`config.mk`:
```
export PLATFORM = sky130hd
export DESIGN_NAME = columnPass
export DESIGN_NICKNAME = d
export VERILOG_FILES = /design/src/verilog/dctPkg.sv /design/src/verilog/columnPass.sv /design/src/verilog/signPatternTransform.sv
export VERILOG_INCLUDE_DIRS = /design/src /design/src/verilog
export SDC_FILE = /design/constraint.sdc
export NUM_CORES = 2
export LEC_CHECK = 0
export ABC_AREA = 1
export BUFFER_PORTS_ARGS = -buffer_cell sky130_fd_sc_hd__buf_2
export CORE_AREA = 5 5 501 503
export DETAILED_ROUTE_END_ITERATION = 8
export DIE_AREA = 0 0 506 508
export GPL_ROUTABILITY_DRIVEN = 0
export HOLD_SLACK_MARGIN = 0.03
export PLACE_DENSITY = 0.41
export SETUP_SLACK_MARGIN = 0.15
export SKIP_CTS_REPAIR_TIMING = 1
export SYNTH_ARGS = -nofsm -noshare
export SYNTH_HDL_FRONTEND = slang
export SYNTH_SLANG_ARGS = --single-unit
```
`constraint.sdc`:
```
create_clock -name i_clk -period 1.3 [get_ports i_clk]
set_clock_uncertainty 0.05 [all_clocks]
set_input_delay 0.13 -clock i_clk [delete_from_list [all_inputs] [get_ports i_clk]]
set_output_delay 0.13 -clock i_clk [all_outputs]
set_load 0.1 [all_outputs]
```
`src/verilog/dctParams.svh`:
```
`ifndef DCT_PARAMS_SVH
`define DCT_PARAMS_SVH

////////////////////
// Block geometry
////////////////////

// Points per dimension
`define DCT_N 8

////////////////////
// Data widths
////////////////////

// Unsigned input pixel
`define DCT_PIXEL_W 8

// Column result, holds 8 x 255 in either sign
`define DCT_MID_W 12

// Coefficient, holds 8 x largest column result
`define DCT_COEF_W 16

`endif

```
`src/verilog/dctPkg.sv`:
```
`default_nettype none

`include "dctParams.svh"

package dctPkg;

    ////////////////////
    // Element types
    ////////////////////

    // Raw pixel, always positive
    typedef logic [`DCT_PIXEL_W-1:0] pixel_t;

    // Output of the column pass
    typedef logic signed [`DCT_MID_W-1:0] mid_t;

    // Final transform coefficient
    typedef logic signed [`DCT_COEF_W-1:0] coef_t;

    ////////////////////
    // Block types
    ////////////////////

    // [row][column]
    typedef pixel_t [`DCT_N-1:0][`DCT_N-1:0] pixelBlock_t;

    // [vertical frequency][column]
    typedef mid_t [`DCT_N-1:0][`DCT_N-1:0] midBlock_t;

    // [vertical frequency][horizontal frequency]
    typedef coef_t [`DCT_N-1:0][`DCT_N-1:0] coefBlock_t;

endpackage

`default_nettype wire

```
`src/verilog/columnPass.sv`:
```
`timescale 1ns/1ps
`default_nettype none

`include "dctParams.svh"

module columnPass
    import dctPkg::*;
(
    input  wire logic        i_clk,
    input  wire logic        i_arstN,
    input  wire pixelBlock_t i_pixels,
    output midBlock_t        o_mid
);

    // Pixel widened by one bit so the transform sees it as positive
    localparam int COL_IN_W = `DCT_PIXEL_W + 1;

    // Column c, row r
    logic signed [COL_IN_W-1:0] colVec [`DCT_N][`DCT_N];

    // Column c, pattern u
    logic signed [`DCT_MID_W-1:0] colRes [`DCT_N][`DCT_N];

    // Results rearranged into block order
    midBlock_t midNext;

    // Stage register
    midBlock_t midQ;

    ////////////////////
    // Gather columns
    ////////////////////

    genvar c;
    genvar r;
    genvar u;
    generate
        for (c = 0; c < `DCT_N; c++)
        begin : genColumn
            for (r = 0; r < `DCT_N; r++)
            begin : genGather
                assign colVec[c][r] = {1'b0, i_pixels[r][c]};
            end

            // One transform per column
            signPatternTransform #(
                .IN_W  (COL_IN_W),
                .OUT_W (`DCT_MID_W)
            ) colXfm (
                .i_vec (colVec[c]),
                .o_vec (colRes[c])
            );

            ////////////////////
            // Scatter results
            ////////////////////

            // Pattern u of column c lands in row u of the block
            for (u = 0; u < `DCT_N; u++)
            begin : genScatter
                assign midNext[u][c] = colRes[c][u];
            end
        end
    endgenerate

    ////////////////////
    // Pipeline register
    ////////////////////

    always_ff @(posedge i_clk or negedge i_arstN)
    begin
        if (!i_arstN)
        begin
            midQ <= '0;
        end
        else
        begin
            midQ <= midNext;
        end
    end

    // Held for one cycle while the row pass works on it
    assign o_mid = midQ;

endmodule

`default_nettype wire

```
`src/verilog/signPatternTransform.sv`:
```
`timescale 1ns/1ps
`default_nettype none

`include "dctParams.svh"

module signPatternTransform #(
    parameter int IN_W  = 9,
    parameter int OUT_W = 12
)
(
    input  wire logic signed [IN_W-1:0]  i_vec [`DCT_N],
    output logic signed      [OUT_W-1:0] o_vec [`DCT_N]
);

    // Inputs widened to the output width
    logic signed [OUT_W-1:0] x [`DCT_N];

    // Mirror pair sums
    logic signed [OUT_W-1:0] sum07;
    logic signed [OUT_W-1:0] sum16;
    logic signed [OUT_W-1:0] sum25;
    logic signed [OUT_W-1:0] sum34;

    // Mirror pair differences
    logic signed [OUT_W-1:0] dif07;
    logic signed [OUT_W-1:0] dif16;
    logic signed [OUT_W-1:0] dif25;
    logic signed [OUT_W-1:0] dif34;

    ////////////////////
    // Sign extension
    ////////////////////

    genvar k;
    generate
        for (k = 0; k < `DCT_N; k++)
        begin : genExtend
            assign x[k] = OUT_W'(i_vec[k]);
        end
    endgenerate

    ////////////////////
    // Butterfly
    ////////////////////

    // Every pattern is symmetric or antisymmetric about the middle,
    // so each output only needs the pair sums or the pair differences
    always_comb
    begin
        sum07 = x[0] + x[7];
        sum16 = x[1] + x[6];
        sum25 = x[2] + x[5];
        sum34 = x[3] + x[4];

        dif07 = x[0] - x[7];
        dif16 = x[1] - x[6];
        dif25 = x[2] - x[5];
        dif34 = x[3] - x[4];
    end

    ////////////////////
    // Pattern outputs
    ////////////////////

    always_comb
    begin
        // Even patterns from the sums
        o_vec[0] = sum07 + sum16 + sum25 + sum34;
        o_vec[2] = sum07 - sum34;
        o_vec[4] = sum07 + sum34 - sum16 - sum25;
        o_vec[6] = sum25 - sum16;

        // Odd patterns are single differences
        o_vec[1] = dif16;
        o_vec[3] = dif07;
        o_vec[5] = dif34;
        o_vec[7] = dif25;
    end

endmodule

`default_nettype wire
```
==> metrics.txt <==
status=complete, but fails checks; failing checks=negative hold slack, negative setup slack; initial drt markers=2167; Std-Cell Core Area=245000 um2; worst path required time=1.89 ns; largest net degree at the start of global routing=42; CTS tree=done; met2 layer usage reported by global route=33.3%; crit share post-route=245%; clk buf depth=3; Hold Worst Slack=-0.240 ns; main combinational cell family by area after synthesis=adder cells; area leader, netlist=dfrtp_1; Pleak=56.8 nW; Root Buffer=clkbuf_16; first-pass GRT wire length=372 mm; met3 global-route usage=4.62%; Clock Sinks=664; Hold WC Path Type=in2reg; hold path cells=3; drt total wl=265 mm; slew margin rel.=49.3%; H-tree levels=3; fmax=0.314 GHz; CP endpoint kind=flip-flop; Wirelength per Cell=18.8 um; worst vdd ir=3.84 mV; Vias/cell=4.16; DRT antenna net count=0; Mapped Cells=6870; FF+latch count, synth=664; Die H=508 um; mux contribution to synthesized area=0%; drt pass-1 iters=8; Compound-Gate Fraction of Synth Area=8.71%; xor/xnor share of the synthesized area=7.95%; max reg flops=664; most frequent cell after synthesis=inv_1; Yosys cell types=48; post-synthesis simple-gate area fraction=13.8%; crit path time final=3.19 ns; fraction of layout cells with a size suffix above 1=51.0%; post-synth top area share=28.7%; final setup margin=-1.89 ns; number of synthesized flops with an enable pin=0; routed via count=58800; CP Max Fanout=4; die area=257000 um2; Hold Fails Final Rpt=63; final net count=12500; grt total ovfl=0; top cells by count, synth=inv_1 (1468), nand2_1 (1310), ha_1 (860), dfrtp_1 (664), a21oi_1 (496); vias in the first global route=58800; fin area=111000 um2; IO Pins=1282; Std-Cell Rows=182; Post-Syn Area=57900 um2; Initial Util=23.6%; gr usage total=19.2%; number of synthesis warnings=0; adder-cell share of the synthesized area=29.2%; crit path DAT=3.78 ns; Placement Cell Area=96200 um2; DIE WIDTH=506 um; ys async rst share=100%; HPWL Detailed=226 mm; Setup CP Type=in2reg; Worst-path clk slew=0.06 ns; GR peak layer=met2; RSZ-0062 raised after global routing=true; Maximum Capacitance Violations=0; Avg Cell Area, Syn=8.43 um2; Synth Flop Type=dfrtp_1; Layout Utilization=45.3%; I/O Buffers=1273; Tot Pwr=0.289 W; CTS buffer count=91; grt met1 use=23.7%; Worst setup SP type=primary input; Pwr Density=2600 nW/um2; synth top area cells=dfrtp_1 (29%), ha_1 (19%), fa_1 (11%); Slew @ Worst Pin=0.759 ns; pins over their slew limit=0; Layout area overhead=92.0%; Final Setup Violations=1137; sequential fraction of the synthesis area=28.7%; initial antenna violation count=68; DR DRC count=0
placed cells by master (no fill, tap or decap), types with 20 or more instances in the layout:
cell type and count:
a21o_1 26, a21oi_1 273, a21oi_2 186, a21oi_4 58, buf_12 491, buf_2 731
buf_4 2167, buf_6 208, buf_8 32, clkbuf_16 92, clkbuf_8 23, dfrtp_1 664
dlygate4sd3_1 398, fa_1 242, fa_2 66, ha_1 520, ha_4 321, inv_1 1137
inv_2 285, inv_4 41, nand2_1 1027, nand2_2 261, nand2_4 54, nand3_1 204
nand3_2 63, nand4_1 37, nor2_1 174, nor2_2 39, nor2_4 20, o21ai_0 141
o21ai_1 25, o21ai_2 54, o21bai_1 36, xnor2_1 71, xnor2_2 23, xor2_1 288
xor2_2 79, xor2_4 41
logic make-up (layout without fill, tap and decap cells):
kind of cell,count (synthesis),in the layout
simple gates,1944,1944
buf+inv,1664,5693
fa+ha+maj,1168,1168
compound gates,908,908
flops,664,664
xor+xnor,521,521
other cells,1,26
power breakdown:
group,switching (W),internal [W],total (W)
combinational,0.133,0.0928,0.225
sequential,0.00626,0.0290,0.0352
clock,0.0112,0.0173,0.0285
total,0.150,0.139,0.289
per-stage QoR:
step	TNS (ns)	hold WS, ns	setup slack, ns	cells
floorplan	-461.24	-0.216	-2.24	6877
global placement	-702.70	-0.0388	-2.81	13400
detailed placement	-708.82	-0.0374	-2.86	13400
CTS	-640.84	-0.919	-2.03	13600
global route	-654.36	-0.273	-1.99	14100
finish	-565.13	-0.240	-1.89	14100
path summary, 6_finish.rpt:
check,startpoint,end,slack (ns)
min in group asynchronous,i_arstN,o_mid[132],0.07
min,i_pixels[473],o_mid[325],-0.24
max,i_pixels[440],o_mid[476],-1.89
max in group asynchronous,i_arstN,o_mid[24],-0.02
metal layers:
| layer | up-vias | routed length [um] |
|---|---|---|
| met3 | 341 | 15400 |
| met1 | 28200 | 110000 |
| li1 | 29000 | - |
| met5 | - | 183 |
| met2 | 1253 | 132000 |
| met4 | 28 | 7690 |
layout make-up:
| cell class | instances | area, um2 |
|---|---|---|
| timing repair buffer | 4031 | 36600 |
| inverter | 1496 | 6040 |
| multi-input combinational | 4549 | 44500 |
| antenna | 18 | 45.0 |
| fill | 23400 | 134000 |
| clock buffer | 120 | 2640 |
| tap | 3220 | 4030 |
| clock inverter | 46 | 723 |
| sequential | 664 | 16600 |
critical path, stage by stage:
cell and delay (ns):
buf_8 0.10, buf_4 0.13, ha_4 0.24, dlygate4sd3_1 0.62, inv_4 0.09, fa_1 0.54
fa_1 0.41, inv_1 0.07, ha_2 0.19, inv_2 0.04, fa_1 0.37, inv_1 0.12
a31oi_4 0.14, o311ai_4 0.33, xor2_1 0.24
Note: power is estimated with default switching activity, not from simulation.
