## config.mk

```make
export PLATFORM = sky130hd
export DESIGN_NAME = rowPass
export DESIGN_NICKNAME = d
export VERILOG_FILES = /design/src/verilog/dctPkg.sv /design/src/verilog/rowPass.sv /design/src/verilog/signPatternTransform.sv
export VERILOG_INCLUDE_DIRS = /design/src /design/src/verilog
export SDC_FILE = /design/constraint.sdc
export NUM_CORES = 2
export LEC_CHECK = 0
export ABC_CLOCK_PERIOD_IN_PS = 800
export BUFFER_PORTS_ARGS = -buffer_cell sky130_fd_sc_hd__buf_2
export CORE_AREA = 4 4 699 701
export CTS_BUF_LIST = sky130_fd_sc_hd__clkbuf_8
export DETAILED_ROUTE_END_ITERATION = 12
export DIE_AREA = 0 0 703 705
export PLACE_DENSITY = 0.38
export SETUP_SLACK_MARGIN = 0.1
export SYNTH_ARGS = -nofsm -noshare
export SYNTH_HDL_FRONTEND = slang
export SYNTH_SLANG_ARGS = --single-unit
```

## constraint.sdc

```tcl
create_clock -name i_clk -period 0.8 [get_ports i_clk]
set_input_delay 0.12 -clock i_clk [delete_from_list [all_inputs] [get_ports i_clk]]
set_output_delay 0.12 -clock i_clk [all_outputs]
set_load 0.005 [all_outputs]
```

## src/verilog/dctParams.svh

```systemverilog
`ifndef DCT_PARAMS_SVH
`define DCT_PARAMS_SVH

////////////////////
// Block geometry
////////////////////

// Points per dimension
`define DCT_N 8

////////////////////
// Data widths
////////////////////

// Unsigned input pixel
`define DCT_PIXEL_W 8

// Column result, holds 8 x 255 in either sign
`define DCT_MID_W 12

// Coefficient, holds 8 x largest column result
`define DCT_COEF_W 16

`endif

```

## src/verilog/dctPkg.sv

```systemverilog
`default_nettype none

`include "dctParams.svh"

package dctPkg;

    ////////////////////
    // Element types
    ////////////////////

    // Raw pixel, always positive
    typedef logic [`DCT_PIXEL_W-1:0] pixel_t;

    // Output of the column pass
    typedef logic signed [`DCT_MID_W-1:0] mid_t;

    // Final transform coefficient
    typedef logic signed [`DCT_COEF_W-1:0] coef_t;

    ////////////////////
    // Block types
    ////////////////////

    // [row][column]
    typedef pixel_t [`DCT_N-1:0][`DCT_N-1:0] pixelBlock_t;

    // [vertical frequency][column]
    typedef mid_t [`DCT_N-1:0][`DCT_N-1:0] midBlock_t;

    // [vertical frequency][horizontal frequency]
    typedef coef_t [`DCT_N-1:0][`DCT_N-1:0] coefBlock_t;

endpackage

`default_nettype wire

```

## src/verilog/rowPass.sv

```systemverilog
`timescale 1ns/1ps
`default_nettype none

`include "dctParams.svh"

module rowPass
    import dctPkg::*;
(
    input  wire logic      i_clk,
    input  wire logic      i_arstN,
    input  wire midBlock_t i_mid,
    output coefBlock_t     o_coef
);

    // Row u, column c of the intermediate block
    logic signed [`DCT_MID_W-1:0] rowVec [`DCT_N][`DCT_N];

    // Row u, pattern v
    logic signed [`DCT_COEF_W-1:0] rowRes [`DCT_N][`DCT_N];

    // Coefficients in block order
    coefBlock_t coefNext;

    // Output register
    coefBlock_t coefQ;

    ////////////////////
    // Row transforms
    ////////////////////

    genvar u;
    genvar c;
    genvar v;
    generate
        for (u = 0; u < `DCT_N; u++)
        begin : genRow
            // Row u taken from column 0 to column 7
            for (c = 0; c < `DCT_N; c++)
            begin : genGather
                assign rowVec[u][c] = i_mid[u][c];
            end

            signPatternTransform #(
                .IN_W  (`DCT_MID_W),
                .OUT_W (`DCT_COEF_W)
            ) rowXfm (
                .i_vec (rowVec[u]),
                .o_vec (rowRes[u])
            );

            // Each coefficient stays in its own row
            for (v = 0; v < `DCT_N; v++)
            begin : genPlace
                assign coefNext[u][v] = rowRes[u][v];
            end
        end
    endgenerate

    ////////////////////
    // Pipeline register
    ////////////////////

    always_ff @(posedge i_clk or negedge i_arstN)
    begin
        if (!i_arstN)
        begin
            coefQ <= '0;
        end
        else
        begin
            coefQ <= coefNext;
        end
    end

    assign o_coef = coefQ;

endmodule

`default_nettype wire

```

## src/verilog/signPatternTransform.sv

```systemverilog
`timescale 1ns/1ps
`default_nettype none

`include "dctParams.svh"

module signPatternTransform #(
    parameter int IN_W  = 9,
    parameter int OUT_W = 12
)
(
    input  wire logic signed [IN_W-1:0]  i_vec [`DCT_N],
    output logic signed      [OUT_W-1:0] o_vec [`DCT_N]
);

    // Inputs widened to the output width
    logic signed [OUT_W-1:0] x [`DCT_N];

    // Mirror pair sums
    logic signed [OUT_W-1:0] sum07;
    logic signed [OUT_W-1:0] sum16;
    logic signed [OUT_W-1:0] sum25;
    logic signed [OUT_W-1:0] sum34;

    // Mirror pair differences
    logic signed [OUT_W-1:0] dif07;
    logic signed [OUT_W-1:0] dif16;
    logic signed [OUT_W-1:0] dif25;
    logic signed [OUT_W-1:0] dif34;

    ////////////////////
    // Sign extension
    ////////////////////

    genvar k;
    generate
        for (k = 0; k < `DCT_N; k++)
        begin : genExtend
            assign x[k] = OUT_W'(i_vec[k]);
        end
    endgenerate

    ////////////////////
    // Butterfly
    ////////////////////

    // Every pattern is symmetric or antisymmetric about the middle,
    // so each output only needs the pair sums or the pair differences
    always_comb
    begin
        sum07 = x[0] + x[7];
        sum16 = x[1] + x[6];
        sum25 = x[2] + x[5];
        sum34 = x[3] + x[4];

        dif07 = x[0] - x[7];
        dif16 = x[1] - x[6];
        dif25 = x[2] - x[5];
        dif34 = x[3] - x[4];
    end

    ////////////////////
    // Pattern outputs
    ////////////////////

    always_comb
    begin
        // Even patterns from the sums
        o_vec[0] = sum07 + sum16 + sum25 + sum34;
        o_vec[2] = sum07 - sum34;
        o_vec[4] = sum07 + sum34 - sum16 - sum25;
        o_vec[6] = sum25 - sum16;

        // Odd patterns are single differences
        o_vec[1] = dif16;
        o_vec[3] = dif07;
        o_vec[5] = dif34;
        o_vec[7] = dif25;
    end

endmodule

`default_nettype wire
```

==> results.sh <==
export IMPL_antenna_found_initial=159
export IMPL_syn_area_sq_um=88000
export IMPL_path_class="in2reg"
export IMPL_rows=255
export IMPL_yosys_area_top_type="dfrtp_1"
export IMPL_grt_max_degree=43
export IMPL_violations="hold timing, setup timing"
export IMPL_clk_path_buf_depth=4
export IMPL_synth_most_common_cell="inv_1"
export IMPL_worstPathRequired_ns=1.72
export IMPL_synth_top_area_share_pct=26.4
export IMPL_die_x_um=703
export IMPL_crit_fanout=2
export IMPL_arrival_ns=4.46
export IMPL_critPathLaunchType="input port"
export IMPL_post_route_min_period_ns=3.54
export IMPL_dr_pass1_iters=6
export IMPL_async_flop_share_pct=100
export IMPL_ir_drop_mv=2.34
export IMPL_crit_path_end_kind="flop"
export IMPL_finalSetupTns_ns=-1962.38
export IMPL_drc=0
export IMPL_die_area_sq_um=496000
export IMPL_fill_cells=50600
export IMPL_critPathMaxStageDelay_ns=0.53
export IMPL_overflow=0
export IMPL_slew_headroom_pct=28.2
export IMPL_cp_top_family="adder cells"
export IMPL_clk_pin_slew_ns=0.06
export IMPL_path_cells="buf_8 -> inv_4 -> ha_4 -> or3_4 -> o211ai_1 -> nand2_1 -> o21bai_1 -> a21oi_1 -> o21bai_1 -> a21o_1 -> xnor2_2 -> inv_2 -> ha_4 -> inv_4 -> ha_4 -> inv_2 -> fa_1 -> inv_2 -> ha_4 -> or3_4 -> nor3_4 -> o41ai_2 -> a21oi_1 -> xnor2_1"
export IMPL_cts_buffers=207
export IMPL_holdCritPathClass="in2reg"
export IMPL_fin_ws_ns=-2.74
export IMPL_min_path_cells=3
export IMPL_grt_pass1_wl_um=668000
export IMPL_drv_slew=0
export IMPL_io_pins=1794
export IMPL_clock_sinks=928
export IMPL_synth_warnings=0
export IMPL_placedInstanceArea_sq_um=139000
export IMPL_synth_edf_count=0
export IMPL_worst_pin_slew_ns=1.07
export IMPL_ys_seq_area_share_pct=26.4
export IMPL_area_growth_pct=79.8
export IMPL_via_per_inst=4.02
export IMPL_leakage_nw=77.8
export IMPL_tritoncts="done"
export IMPL_dp_hpwl_um=414000
export IMPL_cpMostUsedCell="ha_4"
export IMPL_path_buf_inv=6
export IMPL_place_gp_congestion=0.895
export IMPL_syn_nets=12300
export IMPL_rsz0062_at_grt="yes"
export IMPL_crit_slowest_cell="fa_1"
export IMPL_final_nets=18400
export IMPL_drv_cap=0
export IMPL_final_area_sq_um=158000
export IMPL_powerDensity_nw_per_um2=3870
export IMPL_outcome="finished, violations left"
export IMPL_port_buffers=1793
export IMPL_hold_path_startpoint="i_mid[469]"
export IMPL_core_area_sq_um=482000
export IMPL_hold_viol_final=278
export IMPL_min_to="o_coef[561]$_DFF_PN0_"
export IMPL_largest_register_ffs=928
export IMPL_die_h_um=705
export IMPL_initial_core_util_pct=18.3
export IMPL_synth_cell_type_count=94
export IMPL_drt_iter0_drc=3639
export IMPL_syn_inst=9756
export IMPL_post_route_util_pct=32.8
export IMPL_setup_viol=1892
export IMPL_ys_flop_type="dfrtp_1"
export IMPL_fin_crit_sh_pct=443
export IMPL_drtAntennaViolNets=0
export IMPL_synthTopCellsByCount="inv_1 (1676), ha_1 (1319), dfrtp_1 (928), nor2_1 (732), xnor2_1 (682)"
export IMPL_cts_root_buf="clkbuf_8"
export IMPL_grt_pass1_vias=96200
export IMPL_yosys_top_cells_area="dfrtp_1 (26%), ha_1 (19%), fa_1 (9.4%)"
export IMPL_num_vias=90900
export IMPL_clock_fmax_mhz=282
export IMPL_avgRoutedWirePerCell_um=21.0
export IMPL_synth_seq_cells=928
export IMPL_htreeDepth=4
export IMPL_drt_total_wl_um=474000
export IMPL_avgSynthCellArea_sq_um=9.02
export IMPL_grt_use_total_pct=18.6
export IMPL_drive_above_1_share_pct=48.0
export IMPL_timing_hold_ws_ns=-0.476
==> worst min-delay path, cell delays in order <==
cell   delay [ns]
buf_2        0.16
fa_1         0.18
inv_1        0.03
==> placed cells by master, fill, tap and decap left out, types with 35 or more instances in the layout <==
| master | n |
|---|---|
| buf_4 | 3592 |
| buf_2 | 1694 |
| inv_1 | 1482 |
| ha_1 | 959 |
| dfrtp_1 | 928 |
| nor2_1 | 686 |
| dlygate4sd3_1 | 594 |
| xnor2_1 | 505 |
| a21oi_1 | 400 |
| nand2_1 | 350 |
| fa_1 | 345 |
| ha_4 | 317 |
| o21ai_0 | 258 |
| nor3_1 | 252 |
| clkbuf_8 | 250 |
| inv_2 | 194 |
| nor2b_1 | 172 |
| nand2b_1 | 149 |
| buf_12 | 146 |
| xor2_1 | 142 |
| a21oi_2 | 141 |
| buf_6 | 140 |
| xnor2_2 | 139 |
| nand3_1 | 121 |
| o21bai_1 | 101 |
| and3_1 | 96 |
| diode_2 | 79 |
| a21boi_0 | 68 |
| fa_2 | 68 |
| a21o_1 | 63 |
| o21ai_2 | 56 |
| o21ai_1 | 52 |
| xor2_2 | 48 |
| or3_1 | 47 |
| ha_2 | 43 |
| nor3b_1 | 40 |
| xnor2_4 | 39 |
| o21a_1 | 37 |
| o41ai_1 | 35 |
==> per-layer routing <==
layer	up-vias	part of all wire, %	track usage, %
li1	44700	-	-
met4	86	4.1	7.09
met1	43600	38	20.4
met2	1853	52	34.9
met3	631	5.3	3.63
met5	-	0.11	0
==> power by group <==
part	total (mW)	internal, mW	switching (mW)
registers	79.0	67.6	11.5
logic	471	244	227
clock network	62.4	35.2	27.2
total	612	346	266
==> cells by family (layout without fill, tap and decap cells) <==
logic type               after synthesis  after routing  share of synthesized area [%]
XOR/XNOR                             887            887                           8.84
other                                  0             79                              0
multiplexers                          35             35                          0.400
flip-flops                           928            928                           26.4
AO/OA/AOI/OAI                       1905           1905                           14.4
buffers and inverters               1923           8256                           8.66
AND/OR/NAND/NOR                     2326           2326                           13.0
adder cells (fa/ha/maj)             1752           1752                           28.4
==> repair_timing <==
| item | in CTS | in global routing |
|---|---|---|
| gates resized for setup | 864 | 549 |
| pin swaps | 583 | 475 |
| hold buffers | 582 | 25 |
| setup buffers | 134 | 68 |
| hold endpoints to repair | 1477 | 440 |
| endpoints found under the setup margin | 1757 | 1892 |
==> stage by stage <==
stage / setup slack (ns) / std cells / power [mW] / hold WS [ns]
after floorplan: -3.37 / 9756 / 283 / -0.176
after global placement: -4.00 / 21400 / 498 / 0.0858
after detailed placement: -3.96 / 21400 / 497 / 0.0876
after CTS: -2.53 / 22400 / 603 / -0.708
after global routing: -2.83 / 22600 / 660 / -0.651
final: -2.74 / 22600 / 612 / -0.476
==> how the worst max path moves through the flow <==
| stage | from | endpoint | slack [ns] | depth (start not counted) |
|---|---|---|---|---|
| 2_1_floorplan | i_mid[120] | o_coef[205]$_DFF_PN0_ | -3.37 | 21 |
| 3_3_place_gp | i_mid[588] | o_coef[846]$_DFF_PN0_ | -4.00 | 23 |
| 3_5_place_dp | i_mid[588] | o_coef[846]$_DFF_PN0_ | -3.96 | 23 |
| 4_1_cts | i_mid[650] | o_coef[846]$_DFF_PN0_ | -2.53 | 24 |
| 5_1_grt | i_mid[650] | o_coef[846]$_DFF_PN0_ | -2.83 | 24 |
| 6_report | i_mid[650] | o_coef[846]$_DFF_PN0_ | -2.74 | 24 |
==> cell type report <==
type	instances	area [sq um]	area share, %
diodes	79	198	0.125
clock buffers	250	3440	2.18
clock inverters	118	1180	0.745
inverters	1681	6550	4.14
multi-input cells	6905	69100	43.7
flip-flops and latches	928	23200	14.7
well taps	6425	8040	5.08
repair buffers	6207	46500	29.4
No activity file was read; power rests on OpenSTA's default activity.
